--- src/verilog/fpu_pkg.sv ---
// Shared widths, operation codes and stage payload types for the FP32 non-computational unit
package fpu_pkg;

    // ------------------------------------------------------------------------
    // Widths and constants
    // ------------------------------------------------------------------------
    localparam int unsigned FLEN          = 32;  // Operand and result width
    localparam int unsigned TRANS_ID_BITS = 3;   // Scoreboard tag width
    localparam int unsigned STATUS_BITS   = 5;   // NV DZ OF UF NX
    localparam int unsigned STATUS_NV     = 4;   // Invalid operation, the only flag raised here

    localparam logic [FLEN-1:0] QNAN_CANON = 32'h7fc0_0000;  // Canonical quiet NaN

    // FCLASS result bit positions, RISC-V order
    localparam int unsigned CLASS_NEG_INF    = 0;
    localparam int unsigned CLASS_NEG_NORM   = 1;
    localparam int unsigned CLASS_NEG_SUBN   = 2;
    localparam int unsigned CLASS_NEG_ZERO   = 3;
    localparam int unsigned CLASS_POS_ZERO   = 4;
    localparam int unsigned CLASS_POS_SUBN   = 5;
    localparam int unsigned CLASS_POS_NORM   = 6;
    localparam int unsigned CLASS_POS_INF    = 7;
    localparam int unsigned CLASS_SNAN       = 8;
    localparam int unsigned CLASS_QNAN       = 9;

    // ------------------------------------------------------------------------
    // Operation codes
    // ------------------------------------------------------------------------
    // Issue side, sub-operation carried in rm
    typedef enum logic [2:0] {
        FSGNJ,
        FMIN_MAX,
        FCMP,
        FCLASS,
        FMV_F2X,
        FMV_X2F
    } fp_op_e;

    // Internal unit operation after decode
    typedef enum logic [3:0] {
        SGNJ,
        SGNJN,
        SGNJX,
        MIN,
        MAX,
        LE,
        LT,
        EQ,
        CLASS,
        MOVE,
        ILLEGAL
    } unit_op_e;

    // ------------------------------------------------------------------------
    // Operand views
    // ------------------------------------------------------------------------
    typedef struct packed {
        logic        sign;
        logic [7:0]  exponent;
        logic [22:0] mantissa;
    } fp32_fields_t;

    // Field view for classification, raw view for magnitude ordering
    typedef union packed {
        fp32_fields_t    fields;
        logic [FLEN-1:0] raw;
    } fp32_u;

    typedef struct packed {
        logic sign;
        logic zero;
        logic subnormal;
        logic normal;
        logic inf;
        logic snan;
        logic qnan;
    } fp_class_t;

    // ------------------------------------------------------------------------
    // Stage payloads
    // ------------------------------------------------------------------------
    typedef struct packed {
        fp_op_e                   operation;
        logic [2:0]               rm;         // Sub-operation select
        logic [FLEN-1:0]          operand_a;
        logic [FLEN-1:0]          operand_b;
        logic [TRANS_ID_BITS-1:0] trans_id;
    } fpu_req_t;

    typedef struct packed {
        unit_op_e                 op;
        fp32_u                    operand_a;
        fp32_u                    operand_b;
        logic [TRANS_ID_BITS-1:0] trans_id;
    } dec_op_t;

    typedef struct packed {
        dec_op_t   dec;
        fp_class_t class_a;
        fp_class_t class_b;
    } cls_op_t;

    typedef struct packed {
        logic [FLEN-1:0]          result;
        logic [STATUS_BITS-1:0]   status;
        logic [TRANS_ID_BITS-1:0] trans_id;
    } fpu_resp_t;

endpackage

--- src/verilog/fpu_classify_stage.sv ---
// First pipeline stage, registers the decoded operation with the class of both operands
`timescale 1ns/1ps

module fpu_classify_stage
    import fpu_pkg::*;
(
    input  logic    clk_i,
    input  logic    rst_ni,
    input  logic    flush_i,
    input  logic    valid_i,
    output logic    ready_o,
    input  dec_op_t dec_i,
    output logic    valid_o,
    input  logic    ready_i,
    output cls_op_t cls_o
);

    logic    valid_q;
    cls_op_t cls_d;
    cls_op_t cls_q;

    // Sort one FP32 word into its IEEE class
    function automatic fp_class_t classify(fp32_u v);
        fp_class_t c;
        logic      exp_zero;
        logic      exp_ones;
        logic      man_zero;
        exp_zero    = (v.fields.exponent == 8'h00);
        exp_ones    = (v.fields.exponent == 8'hff);
        man_zero    = (v.fields.mantissa == '0);
        c.sign      = v.fields.sign;
        c.zero      = exp_zero && man_zero;
        c.subnormal = exp_zero && !man_zero;
        c.normal    = !exp_zero && !exp_ones;
        c.inf       = exp_ones && man_zero;
        c.snan      = exp_ones && !man_zero && !v.fields.mantissa[22];  // Quiet bit clear
        c.qnan      = exp_ones && v.fields.mantissa[22];
        return c;
    endfunction

    always_comb begin : p_classify
        cls_d.dec     = dec_i;
        cls_d.class_a = classify(dec_i.operand_a);
        cls_d.class_b = classify(dec_i.operand_b);
    end

    // ------------------------------------------------------------------------
    // Stage register
    // ------------------------------------------------------------------------
    assign ready_o = !valid_q || ready_i;  // Empty or draining

    always_ff @(posedge clk_i or negedge rst_ni) begin : p_valid
        if (!rst_ni) begin
            valid_q <= 1'b0;
        end else if (flush_i) begin
            valid_q <= 1'b0;      // Drop whatever is in flight
        end else if (ready_o) begin
            valid_q <= valid_i;
        end
    end

    always_ff @(posedge clk_i) begin : p_data
        if (valid_i && ready_o) begin
            cls_q <= cls_d;
        end
    end

    assign valid_o = valid_q;
    assign cls_o   = cls_q;

endmodule

--- src/verilog/fpu_decoder.sv ---
// Combinational decode of issue operation and rm sub-encoding into a unit operation
`timescale 1ns/1ps

module fpu_decoder
    import fpu_pkg::*;
(
    input  fpu_req_t req_i,
    output dec_op_t  dec_o
);

    always_comb begin : decode
        // Operands and tag pass unchanged
        dec_o.operand_a.raw = req_i.operand_a;
        dec_o.operand_b.raw = req_i.operand_b;
        dec_o.trans_id      = req_i.trans_id;
        dec_o.op            = ILLEGAL;  // Anything not matched below

        unique case (req_i.operation)
            // Sign injection, rm 000..010
            FSGNJ: begin
                unique case (req_i.rm)
                    3'b000:  dec_o.op = SGNJ;
                    3'b001:  dec_o.op = SGNJN;
                    3'b010:  dec_o.op = SGNJX;
                    default: dec_o.op = ILLEGAL;
                endcase
            end
            // Min or max, rm 000..001
            FMIN_MAX: begin
                unique case (req_i.rm)
                    3'b000:  dec_o.op = MIN;
                    3'b001:  dec_o.op = MAX;
                    default: dec_o.op = ILLEGAL;
                endcase
            end
            // Compare, rm 000 le, 001 lt, 010 eq
            FCMP: begin
                unique case (req_i.rm)
                    3'b000:  dec_o.op = LE;
                    3'b001:  dec_o.op = LT;
                    3'b010:  dec_o.op = EQ;
                    default: dec_o.op = ILLEGAL;
                endcase
            end
            FCLASS: dec_o.op = CLASS;  // No sub-encoding, rm ignored

            // Both directions are plain bit moves for FP32 in a 32-bit file
            FMV_F2X,
            FMV_X2F: dec_o.op = MOVE;

            default: dec_o.op = ILLEGAL;  // Unused opcodes 6 and 7
        endcase
    end

endmodule

--- src/verilog/fpu_issue_buffer.sv ---
// Issue-side buffer that absorbs a request the pipeline cannot take, inverting the upstream protocol
`timescale 1ns/1ps

module fpu_issue_buffer
    import fpu_pkg::*;
(
    input  logic    clk_i,
    input  logic    rst_ni,
    input  logic    flush_i,
    // Upstream, issue side
    input  logic    valid_i,
    output logic    ready_o,
    input  dec_op_t dec_i,
    // Downstream, classify stage
    output logic    valid_o,
    input  logic    ready_i,
    output dec_op_t dec_o
);

    typedef enum logic {
        READY,
        STALL
    } state_e;

    state_e  state_q, state_d;
    dec_op_t hold_q;     // Request parked while stalling
    logic    hold_en;    // Capture into hold_q
    logic    use_hold;   // Offer hold_q instead of live request

    // ------------------------------------------------------------------------
    // READY/STALL control
    // ------------------------------------------------------------------------
    always_comb begin : p_ctrl
        ready_o  = 1'b0;
        valid_o  = 1'b0;
        hold_en  = 1'b0;
        use_hold = 1'b0;
        state_d  = state_q;

        unique case (state_q)
            READY: begin
                ready_o = 1'b1;     // Looks ready to issue
                valid_o = valid_i;  // Pass straight through
                // Pipeline full, park the request and stall issue
                if (valid_i && !ready_i) begin
                    ready_o = 1'b0;
                    hold_en = 1'b1;
                    state_d = STALL;
                end
            end
            STALL: begin
                valid_o  = 1'b1;
                use_hold = 1'b1;
                // Held request taken, release issue in the same cycle
                if (ready_i) begin
                    ready_o = 1'b1;
                    state_d = READY;
                end
            end
            default: state_d = READY;
        endcase

        // Flush wins over everything, nothing moves this cycle
        if (flush_i) begin
            ready_o = 1'b0;
            valid_o = 1'b0;
            hold_en = 1'b0;
            state_d = READY;
        end
    end

    always_ff @(posedge clk_i or negedge rst_ni) begin : p_state
        if (!rst_ni) begin
            state_q <= READY;
        end else begin
            state_q <= state_d;
        end
    end

    // Payload only, qualified by state
    always_ff @(posedge clk_i) begin : p_hold
        if (hold_en) begin
            hold_q <= dec_i;
        end
    end

    assign dec_o = use_hold ? hold_q : dec_i;

endmodule

--- src/verilog/fpu_noncomp_stage.sv ---
// Second pipeline stage, computes result and status of every non-computational operation
`timescale 1ns/1ps

module fpu_noncomp_stage
    import fpu_pkg::*;
(
    input  logic      clk_i,
    input  logic      rst_ni,
    input  logic      flush_i,
    input  logic      valid_i,
    output logic      ready_o,
    input  cls_op_t   cls_i,
    output logic      valid_o,
    input  logic      ready_i,
    output fpu_resp_t resp_o
);

    fp32_u     a, b;
    fp_class_t ca, cb;
    logic      a_nan, b_nan;
    logic      any_nan, any_snan;
    logic      both_zero;
    logic      mag_lt;       // |a| < |b|
    logic      mag_gt;       // |a| > |b|
    logic      a_lt_b_ord;   // Total order, -0 below +0
    logic      a_lt_b;       // IEEE less than, zeros equal
    logic      a_eq_b;
    logic [9:0] class_mask;
    logic      valid_q;
    fpu_resp_t resp_d;
    fpu_resp_t resp_q;

    assign a  = cls_i.dec.operand_a;
    assign b  = cls_i.dec.operand_b;
    assign ca = cls_i.class_a;
    assign cb = cls_i.class_b;

    // ------------------------------------------------------------------------
    // Ordering helpers
    // ------------------------------------------------------------------------
    assign a_nan     = ca.snan || ca.qnan;
    assign b_nan     = cb.snan || cb.qnan;
    assign any_nan   = a_nan || b_nan;
    assign any_snan  = ca.snan || cb.snan;
    assign both_zero = ca.zero && cb.zero;

    // Raw bits 30..0 order like magnitudes for non-NaN values
    assign mag_lt = a.raw[FLEN-2:0] < b.raw[FLEN-2:0];
    assign mag_gt = a.raw[FLEN-2:0] > b.raw[FLEN-2:0];

    always_comb begin : p_order
        if (a.fields.sign != b.fields.sign) begin
            a_lt_b_ord = a.fields.sign;    // Negative side is smaller
        end else if (a.fields.sign) begin
            a_lt_b_ord = mag_gt;           // Both negative, larger magnitude is smaller
        end else begin
            a_lt_b_ord = mag_lt;
        end
    end

    assign a_lt_b = a_lt_b_ord && !both_zero;
    assign a_eq_b = (a.raw == b.raw) || both_zero;

    // One-hot class of operand a
    always_comb begin : p_class
        class_mask                 = '0;
        class_mask[CLASS_NEG_INF]  = ca.inf && ca.sign;
        class_mask[CLASS_NEG_NORM] = ca.normal && ca.sign;
        class_mask[CLASS_NEG_SUBN] = ca.subnormal && ca.sign;
        class_mask[CLASS_NEG_ZERO] = ca.zero && ca.sign;
        class_mask[CLASS_POS_ZERO] = ca.zero && !ca.sign;
        class_mask[CLASS_POS_SUBN] = ca.subnormal && !ca.sign;
        class_mask[CLASS_POS_NORM] = ca.normal && !ca.sign;
        class_mask[CLASS_POS_INF]  = ca.inf && !ca.sign;
        class_mask[CLASS_SNAN]     = ca.snan;
        class_mask[CLASS_QNAN]     = ca.qnan;
    end

    // ------------------------------------------------------------------------
    // Result select
    // ------------------------------------------------------------------------
    always_comb begin : p_result
        resp_d.result   = '0;
        resp_d.status   = '0;
        resp_d.trans_id = cls_i.dec.trans_id;

        unique case (cls_i.dec.op)
            SGNJ:  resp_d.result = {b.fields.sign, a.raw[FLEN-2:0]};
            SGNJN: resp_d.result = {!b.fields.sign, a.raw[FLEN-2:0]};
            SGNJX: resp_d.result = {a.fields.sign ^ b.fields.sign, a.raw[FLEN-2:0]};
            MIN, MAX: begin
                if (a_nan && b_nan) begin
                    resp_d.result = QNAN_CANON;
                end else if (a_nan) begin
                    resp_d.result = b.raw;  // NaN loses to a number
                end else if (b_nan) begin
                    resp_d.result = a.raw;
                end else if (cls_i.dec.op == MIN) begin
                    resp_d.result = a_lt_b_ord ? a.raw : b.raw;
                end else begin
                    resp_d.result = a_lt_b_ord ? b.raw : a.raw;
                end
                resp_d.status[STATUS_NV] = any_snan;
            end
            // Compares are signaling for LE and LT, quiet for EQ
            LE: begin
                resp_d.result            = FLEN'(!any_nan && (a_lt_b || a_eq_b));
                resp_d.status[STATUS_NV] = any_nan;
            end
            LT: begin
                resp_d.result            = FLEN'(!any_nan && a_lt_b);
                resp_d.status[STATUS_NV] = any_nan;
            end
            EQ: begin
                resp_d.result            = FLEN'(!any_nan && a_eq_b);
                resp_d.status[STATUS_NV] = any_snan;
            end
            CLASS: resp_d.result = FLEN'(class_mask);
            MOVE:  resp_d.result = a.raw;                   // Bit-exact, no NaN handling
            default: resp_d.status[STATUS_NV] = 1'b1;       // ILLEGAL, zero result
        endcase
    end

    // ------------------------------------------------------------------------
    // Stage register, result held while writeback stalls
    // ------------------------------------------------------------------------
    assign ready_o = !valid_q || ready_i;

    always_ff @(posedge clk_i or negedge rst_ni) begin : p_valid
        if (!rst_ni) begin
            valid_q <= 1'b0;
        end else if (flush_i) begin
            valid_q <= 1'b0;
        end else if (ready_o) begin
            valid_q <= valid_i;
        end
    end

    always_ff @(posedge clk_i) begin : p_data
        if (valid_i && ready_o) begin
            resp_q <= resp_d;
        end
    end

    assign valid_o = valid_q;
    assign resp_o  = resp_q;

endmodule

--- src/verilog/fpu_top.sv ---
// Top level of the FP32 non-computational unit, chains decoder, issue buffer and two stages
`timescale 1ns/1ps

module fpu_top
    import fpu_pkg::*;
(
    input  logic      clk_i,
    input  logic      rst_ni,
    input  logic      flush_i,
    // Issue port
    input  logic      fpu_valid_i,
    output logic      fpu_ready_o,
    input  fpu_req_t  fpu_req_i,
    // Writeback port
    output logic      fpu_valid_o,
    output fpu_resp_t fpu_resp_o,
    input  logic      wb_ready_i
);

    dec_op_t dec;        // Decoder to buffer
    dec_op_t buf_dec;    // Buffer to classify
    logic    buf_valid;
    logic    cls_ready;
    cls_op_t cls;        // Classify to noncomp
    logic    cls_valid;
    logic    nc_ready;

    fpu_decoder i_decoder (
        .req_i (fpu_req_i),
        .dec_o (dec)
    );

    fpu_issue_buffer i_issue_buffer (
        .clk_i   (clk_i),
        .rst_ni  (rst_ni),
        .flush_i (flush_i),
        .valid_i (fpu_valid_i),
        .ready_o (fpu_ready_o),
        .dec_i   (dec),
        .valid_o (buf_valid),
        .ready_i (cls_ready),
        .dec_o   (buf_dec)
    );

    fpu_classify_stage i_classify (
        .clk_i   (clk_i),
        .rst_ni  (rst_ni),
        .flush_i (flush_i),
        .valid_i (buf_valid),
        .ready_o (cls_ready),
        .dec_i   (buf_dec),
        .valid_o (cls_valid),
        .ready_i (nc_ready),
        .cls_o   (cls)
    );

    fpu_noncomp_stage i_noncomp (
        .clk_i   (clk_i),
        .rst_ni  (rst_ni),
        .flush_i (flush_i),
        .valid_i (cls_valid),
        .ready_o (nc_ready),
        .cls_i   (cls),
        .valid_o (fpu_valid_o),
        .ready_i (wb_ready_i),   // Writeback may stall the pipe
        .resp_o  (fpu_resp_o)
    );

endmodule
--- config.mk ---
export PLATFORM = sky130hd
export DESIGN_NAME = fpu_top
export DESIGN_NICKNAME = d
export VERILOG_FILES = /design/src/verilog/fpu_pkg.sv /design/src/verilog/fpu_classify_stage.sv /design/src/verilog/fpu_decoder.sv /design/src/verilog/fpu_issue_buffer.sv /design/src/verilog/fpu_noncomp_stage.sv /design/src/verilog/fpu_top.sv
export SDC_FILE = /design/constraint.sdc
export NUM_CORES = 1
export LEC_CHECK = 0
export ABC_AREA = 1
export BUFFER_PORTS_ARGS = -buffer_cell sky130_fd_sc_hd__buf_2
export CAP_MARGIN = 5
export CORE_ASPECT_RATIO = 0.5
export CORE_MARGIN = 1
export CORE_UTILIZATION = 45
export DETAILED_ROUTE_END_ITERATION = 7
export GPL_TIMING_DRIVEN = 0
export PLACE_DENSITY = 0.69
export RECOVER_POWER = 50
export SLEW_MARGIN = 20
export SYNTH_ARGS = -nofsm -noshare
export SYNTH_HDL_FRONTEND = slang
export SYNTH_SLANG_ARGS = --single-unit
--- constraint.sdc ---
create_clock -name clk_i -period 5.98 [get_ports clk_i]
set_clock_uncertainty 0.1 [all_clocks]
set_input_delay 1.196 -clock clk_i [delete_from_list [all_inputs] [get_ports clk_i]]
set_output_delay 1.196 -clock clk_i [all_outputs]
set_load 0.05 [all_outputs]
==> summary.md, run 1 <==
| Metric | Value |
|---|---|
| Largest net degree at the start of global routing | 26 |
| Post-Syn Area per Cell | 10.09 um^2 |
| CTS tree | yes |
| Commonest non-fill, non-tap cells in the layout | nand2_1, edfxtp_1, inv_1 |
| GRT Util Overall | 23.34% |
| Initial core utilization | 46.58% |
| Yosys reg bits | 190 |
| Failing checks | capacitance limit, slew limit |
| Vias in the first global route | 6285 |
| Critical path class | reg2out |
| Max Cap Viol | 1 |
| Hold Crit Class | reg2reg |
| Port bufs | 115 |
| Multi-input logic area | 0.002994 mm^2 |
| Worst rel slew slack | -12.82% |
| Die Ht | 103.2 um |
| # clock sinks | 190 |
| Period Utilization, post-route | 67.32% |
| Site Rows | 36 |
| Root Driver | clkbuf_16 |
| Worst skew pair latency | 450 ps |
| Power Dens Cells | 279.0 mW/mm^2 |
| Diodes inserted | 0 |
| Ys Warns | 0 |
| Status | complete, but fails checks |
| Cell count after synthesis | 913 |
| WHS | 331.6 ps |
| Type of origin of the critical path | register |
| Vias | 6877 |
| Area taken by flip-flops and latches | 0.005690 mm^2 |
| Antenna Violating Nets Remaining | 0 |
| Grt ovf | 0 |
| Final setup fails | 0 |
| Largest fanout on the critical path | 10 |
| DR vias/cell | 5.140 |
| Die X-Extent | 204.3 um |
| Clock Pin Slew Worst Setup and Hold Paths | 80 ps |
| Yosys cell types | 38 |
| Final GP Congestion | 0.8918 |
| Fin nets | 1170 |
| Sequential area share after synthesis | 61.78% |
| Max H-tree Level | 4 |
| DR pass1 iterations | 5 |
| CTS buffer count | 17 |
| Worst-Margin Slew | 1692 ps |
| Peak VDD IR | 0.2168 mV |
| Top FF cell, synth | edfxtp_1 |
| Hold_buf cts | 0 |
| Share of layout cells above drive strength 1 | 12.13% |
| Core Box Area | 0.01977 mm^2 |
| P&R area growth vs syn | 17.88% |
| Number of enable flip-flop cells after synthesis | 187 |
| WL final | 23920 um |
| F_max | 0.2484 GHz |
| Initial antenna violation count | 2 |
| Final hold violations | 0 |
| Mapped cell area | 0.009211 mm^2 |
| Slew Limit Fails | 13 |
| Wire length per cell | 17.88 um |
| Minimum clock period | 4026 ps |
| DRC Markers | 0 |
| Area of the die | 0.02108 mm^2 |
| Required time worst endpoint | 4680 ps |
| RSZ-0062 raised after global routing | no |
| Ys async rst share | 1.579% |
| Layout Utilization | 54.91% |
| Post_cts resized | 0 |
| Post-route cell area | 0.01086 mm^2 |
| 1st-iter DRT viols | 685 |
| DPL Wire Length | 18800 um |
| Clock tree buffer depth | 2 |
| Layout fillers | 1761 |
| Post-CTS setup buffers | 0 |
| Worst Path Arrival | 2730 ps |
| Worst setup EP type | primary output |
| Most common cell after layout, fill and taps aside | nand2_1 |
| First-pass GRT wire length | 35510 um |
| Leak | 4.440 nW |
| DP Area | 0.01035 mm^2 |
| Num ports | 120 |
==> stage by stage <==
stage / cells / worst slack [ps] / setup TNS (ps) / total power, mW
6_report: 1338 / 1954 / 0 / 3.029
5_1_grt: 1338 / 1774 / 0 / 3.122
4_1_cts: 1338 / 2268 / 0 / 3.047
3_5_place_dp: 1306 / 2546 / 0 / 1.853
3_3_place_gp: 1297 / -776.3 / -84170 / 1.840
2_1_floorplan: 916 / 619.5 / 0 / 1.740
==> critical path, stage by stage (launching register included) <==
cell and delay, ps:
dfrtp_1 370, clkbuf_1 240, inv_1 250, clkbuf_1 480
clkbuf_1 400, nand2_1 120, a21oi_1 150, buf_2 270
==> metal layers <==
layer	global-route usage, %	up-vias	share of wire, %
li1	-	3364	-
met1	36.31	3230	51
met2	30.72	255	38
met3	7.238	24	10
met4	6.028	4	0.97
met5	0	-	0.084
==> power breakdown <==
group          internal (mW)  switching [mW]
registers               1.51          0.0257
clock network          0.647           0.564
logic                 0.0819           0.201
==> layout make-up <==
class | count | area share [%]
Clock buffer | 17 | 3.918
Multi-Input combinational cell | 593 | 27.58
Sequential cell | 190 | 52.41
Tap cell | 266 | 3.065
Timing Repair Buffer | 124 | 6.004
Buffer | 34 | 1.590
Clock inverter | 15 | 2.017
Inverter | 99 | 3.422
==> flip-flops by register name, summed over array words and instances, names as in the netlist <==
| signal | cells |
|---|---|
| i_classify.cls_o | 80 |
| i_classify.valid_o | 1 |
| i_issue_buffer.hold_q | 71 |
| i_issue_buffer.state_q | 1 |
| i_noncomp.resp_o | 36 |
| i_noncomp.valid_o | 1 |
==> synthesized netlist by cell type, types with 2 or more instances <==
library cell  count  area [um^2]
nand2_1         319         1197
edfxtp_1        187         5615
inv_1            98        367.9
nand3_1          45        225.2
nor2_1           38        142.6
ha_1             33        412.9
o21ai_0          26        130.1
nand3b_1         23        172.7
a21oi_1          20        100.1
or2_2            17        106.4
nor4_1           15        93.84
clkbuf_1         14        52.55
buf_2            10        50.05
a21oi_2           9        78.83
nand4_1           8        50.05
nor3_1            8        40.04
o21ai_1           6        30.03
buf_4             4        30.03
a22oi_1           3        22.52
buf_1             3        11.26
buf_6             3        33.78
dfrtp_1           3        75.07
a21o_1            2        15.01
a32oi_1           2        17.52
nor3_2            2        20.02
o221ai_1          2        17.52
o22ai_1           2        12.51
==> cells by family after synthesis <==
kind of cell	share of synthesized area, %
AO/OA/AOI/OAI	4.768
adder cells (fa/ha/maj)	4.483
buffers and inverters	5.963
flip-flops	61.78
multiplexers	0.1087
other	0.04071
AND/OR/NAND/NOR	22.86
==> worst paths after layout <==
check,start,to,slack (ps),cells after the start
hold reg to reg,i_classify.cls_o[16]$_DFFE_PP_,i_noncomp.resp_o[2]$_DFFE_PP_,330,0
hold / removal,i_classify.cls_o[16]$_DFFE_PP_,i_noncomp.resp_o[2]$_DFFE_PP_,330,0
setup / recovery,i_issue_buffer.state_q$_DFF_PN0_,fpu_ready_o,1950,7
min in group asynchronous,rst_ni,i_issue_buffer.state_q$_DFF_PN0_,460,1
max in group asynchronous,rst_ni,i_noncomp.valid_o$_DFFE_PN0P_,5150,1
setup reg to reg,i_issue_buffer.state_q$_DFF_PN0_,i_classify.cls_o[61]$_DFFE_PP_,2540,9
No activity file was read; power rests on OpenSTA's default activity.
==> run 2, diff against run 1 <==
- clock period: 5.98 -> 3.65 ns (I/O delays scaled with it)
==> run 2 against run 1 <==
  * Clock power is 60% higher
  * Cell area is 0.51% lower
  * Combinational power is 65% higher
  * The flow now finishes without violations
  * Cell count hardly changed
  * Count of clock-buffer cells in the layout stayed put
==> summary.md, run 2 (synthesized netlist as in run 1, its figures left out) <==
| Metric | Value |
|---|---|
| Status | complete, no violations |
| Largest fanout on the critical path | 19 (+9) |
| Placed instance count | 1307 (+0.077%) |
| Diodes inserted | 0 (unchanged) |
| WL final | 24120 um (+0.84%) |
| Initial core utilization | 46.58% (unchanged) |
| Die Ht | 103.2 um (unchanged) |
| Slew Limit Fails | 0 (-13) |
| Final GP Congestion | 0.9538 (+7.0%) |
| Power Dens Cells | 453.7 mW/mm^2 (+63%) |
| Core Box Area | 0.01977 mm^2 (unchanged) |
| Most used cell, CP | buf_2 |
| Leak | 4.375 nW (-1.5%) |
| Met1 Resource Use GR | 34.75% (-1.6 points) |
| Largest register FFs | 80 (unchanged) |
| RSZ-0062 raised after global routing | no |
| Vias in the first global route | 6696 (+6.5%) |
| # clock sinks | 190 (unchanged) |
| F_max | 0.3155 GHz |
| Post-CTS setup buffers | 0 (unchanged) |
| 1st-iter DRT viols | 536 (-22%) |
| Largest net degree at the start of global routing | 27 (+3.8%) |
| DRC Markers | 0 (unchanged) |
| Vias | 6941 (+0.93%) |
| Met2 usage | 36.14% (+5.4 points) |
| DR pass1 iterations | 5 (unchanged) |
| Final hold violations | 0 (unchanged) |
| Num ports | 120 (unchanged) |
| Hold Crit Class | reg2reg |
| Peak VDD IR | 0.2880 mV (+33%) |
| Met3 Use GR | 5.879% (-1.4 points) |
| Period Utilization, post-route | 86.82% |
| P&R area growth vs syn | 17.28% |
| CTS tree | yes |
| Commonest non-fill, non-tap cells in the layout | nand2_1, edfxtp_1, clkbuf_1 |
| Share of layout cells above drive strength 1 | 10.53% (-1.6 points) |
| Crit-path slowest cell | buf_2 |
| Fin nets | 1171 (+0.085%) |
| Worst Path Arrival | 2340 ps (-390 ps) |
| Worst skew pair latency | 440 ps (about the same) |
| Die X-Extent | 204.3 um (unchanged) |
| Required time worst endpoint | 2820 ps (-1860 ps) |
| Busiest metal layer after global routing | met2 |
| Layout fillers | 1794 (+1.9%) |
| Grt ovf | 0 (unchanged) |
| Clock tree buffer depth | 2 (unchanged) |
| Max Cap Viol | 0 (-1) |
| Worst setup EP type | primary output |
| DR vias/cell | 5.184 (+0.86%) |
| First-pass GRT wire length | 37050 um (+4.4%) |
| Non-filler cells, final | 1339 (+0.075%) |
| Clock Pin Slew Worst Setup and Hold Paths | 80 ps (about the same) |
| Area of the die | 0.02108 mm^2 (unchanged) |
| Max H-tree Level | 4 (unchanged) |
| Wire length per cell | 18.01 um (+0.77%) |
| Port bufs | 115 (unchanged) |
| Worst rel slew slack | 16.87% (+30 points) |
| CTS buffer count | 17 (unchanged) |
| Initial antenna violation count | 0 (-2) |
| GRT Util Overall | 24.29% (+0.95 points) |
| Reg2Reg Setup Slack | 530 ps (-2010 ps) |
| Overall power | 4.901 mW (+62%) |
| Minimum clock period | 3169 ps |
| Antenna Violating Nets Remaining | 0 (unchanged) |
| Final setup fails | 0 (unchanged) |
| Most common cell after layout, fill and taps aside | nand2_1 |
| Site Rows | 36 (unchanged) |
| Worst-Margin Slew | 1247 ps (-445.4 ps) |
| Type of origin of the critical path | register |
| Critical path class | reg2out |
| Cell Chain, Critical Path | buf_2 > inv_1 > buf_2 > nand2_1 > a21oi_1 > buf_2 |
| DPL Wire Length | 18480 um (-1.7%) |
| Delay of the slowest critical-path stage | 450 ps (-30 ps) |
| Root Driver | clkbuf_16 |
## run 2: worst paths after layout
path                                                  start                                  end  depth (start not counted)
max                        i_issue_buffer.state_q$_DFF_PN0_                          fpu_ready_o                          6
min                          i_classify.cls_o[16]$_DFFE_PP_        i_noncomp.resp_o[2]$_DFFE_PP_                          0
max reg2reg                i_issue_buffer.state_q$_DFF_PN0_  i_issue_buffer.hold_q[59]$_DFFE_PP_                          8
min reg2reg                  i_classify.cls_o[16]$_DFFE_PP_        i_noncomp.resp_o[2]$_DFFE_PP_                          0
max in group asynchronous                            rst_ni     i_issue_buffer.state_q$_DFF_PN0_                          2
min in group asynchronous                            rst_ni        i_noncomp.valid_o$_DFFE_PN0P_                          2
## run 2: per-stage QoR
| step | cell area [um^2] | setup TNS (ps) | setup WS [ps] | util, % | hold WS, ps |
|---|---|---|---|---|---|
| 2_1_floorplan | 9241 | 0 | 170.8 | - | 300.3 |
| 3_3_place_gp | 10150 | -95180 | -745.6 | 51.33 | 303.6 |
| 3_5_place_dp | 10350 | 0 | 557.6 | 52.36 | 310.4 |
| 4_1_cts | 10980 | 0 | 65.64 | 55.53 | 332.9 |
| 5_1_grt | 10800 | 0 | 293.2 | 54.63 | 344.8 |
| 6_report | 10800 | 0 | 480.9 | 54.63 | 328.1 |
## run 2: layer usage
layer  vias up  wire length [um]  part of all wire [%]
li1       3367                 -                     -
met1      3240             11400                    47
met2       298             10130                    42
met3        36              2099                   8.7
met4         0               491                   2.0
met5         -                 0                     0
## run 2: layout make-up
type                            instances  area, um^2  area share (%)
Buffer                                 33       170.2           1.575
Clock buffer                           17       425.4           3.938
Clock inverter                         15       191.4           1.772
Inverter                               99       371.6           3.440
Multi-Input combinational cell        593        2990           27.68
Sequential cell                       190        5690           52.68
Tap cell                              266       332.8           3.081
Timing Repair Buffer                  126       630.6           5.837
## run 2: worst max-delay path, delay by kind of cell, from the launching register on
kind / cells / cell delay [ps]
and+or+nand+nor: 1 / 130
DFF: 1 / 360
AOI/OAI and AO/OA: 1 / 160
buffers and inverters: 4 / 1220
## run 2: report_power, final
part | total [mW] | internal (mW) | switching, mW
registers | 2.51 | 2.47 | 0.0355
clock network | 1.93 | 0.992 | 0.935
logic | 0.467 | 0.133 | 0.335
## run 2: what timing repair did
action                                  CTS  global route
gates resized for setup                   0             0
endpoints found under the setup margin    0             1
hold buffers                              1             0
hold endpoints to repair                  3             0
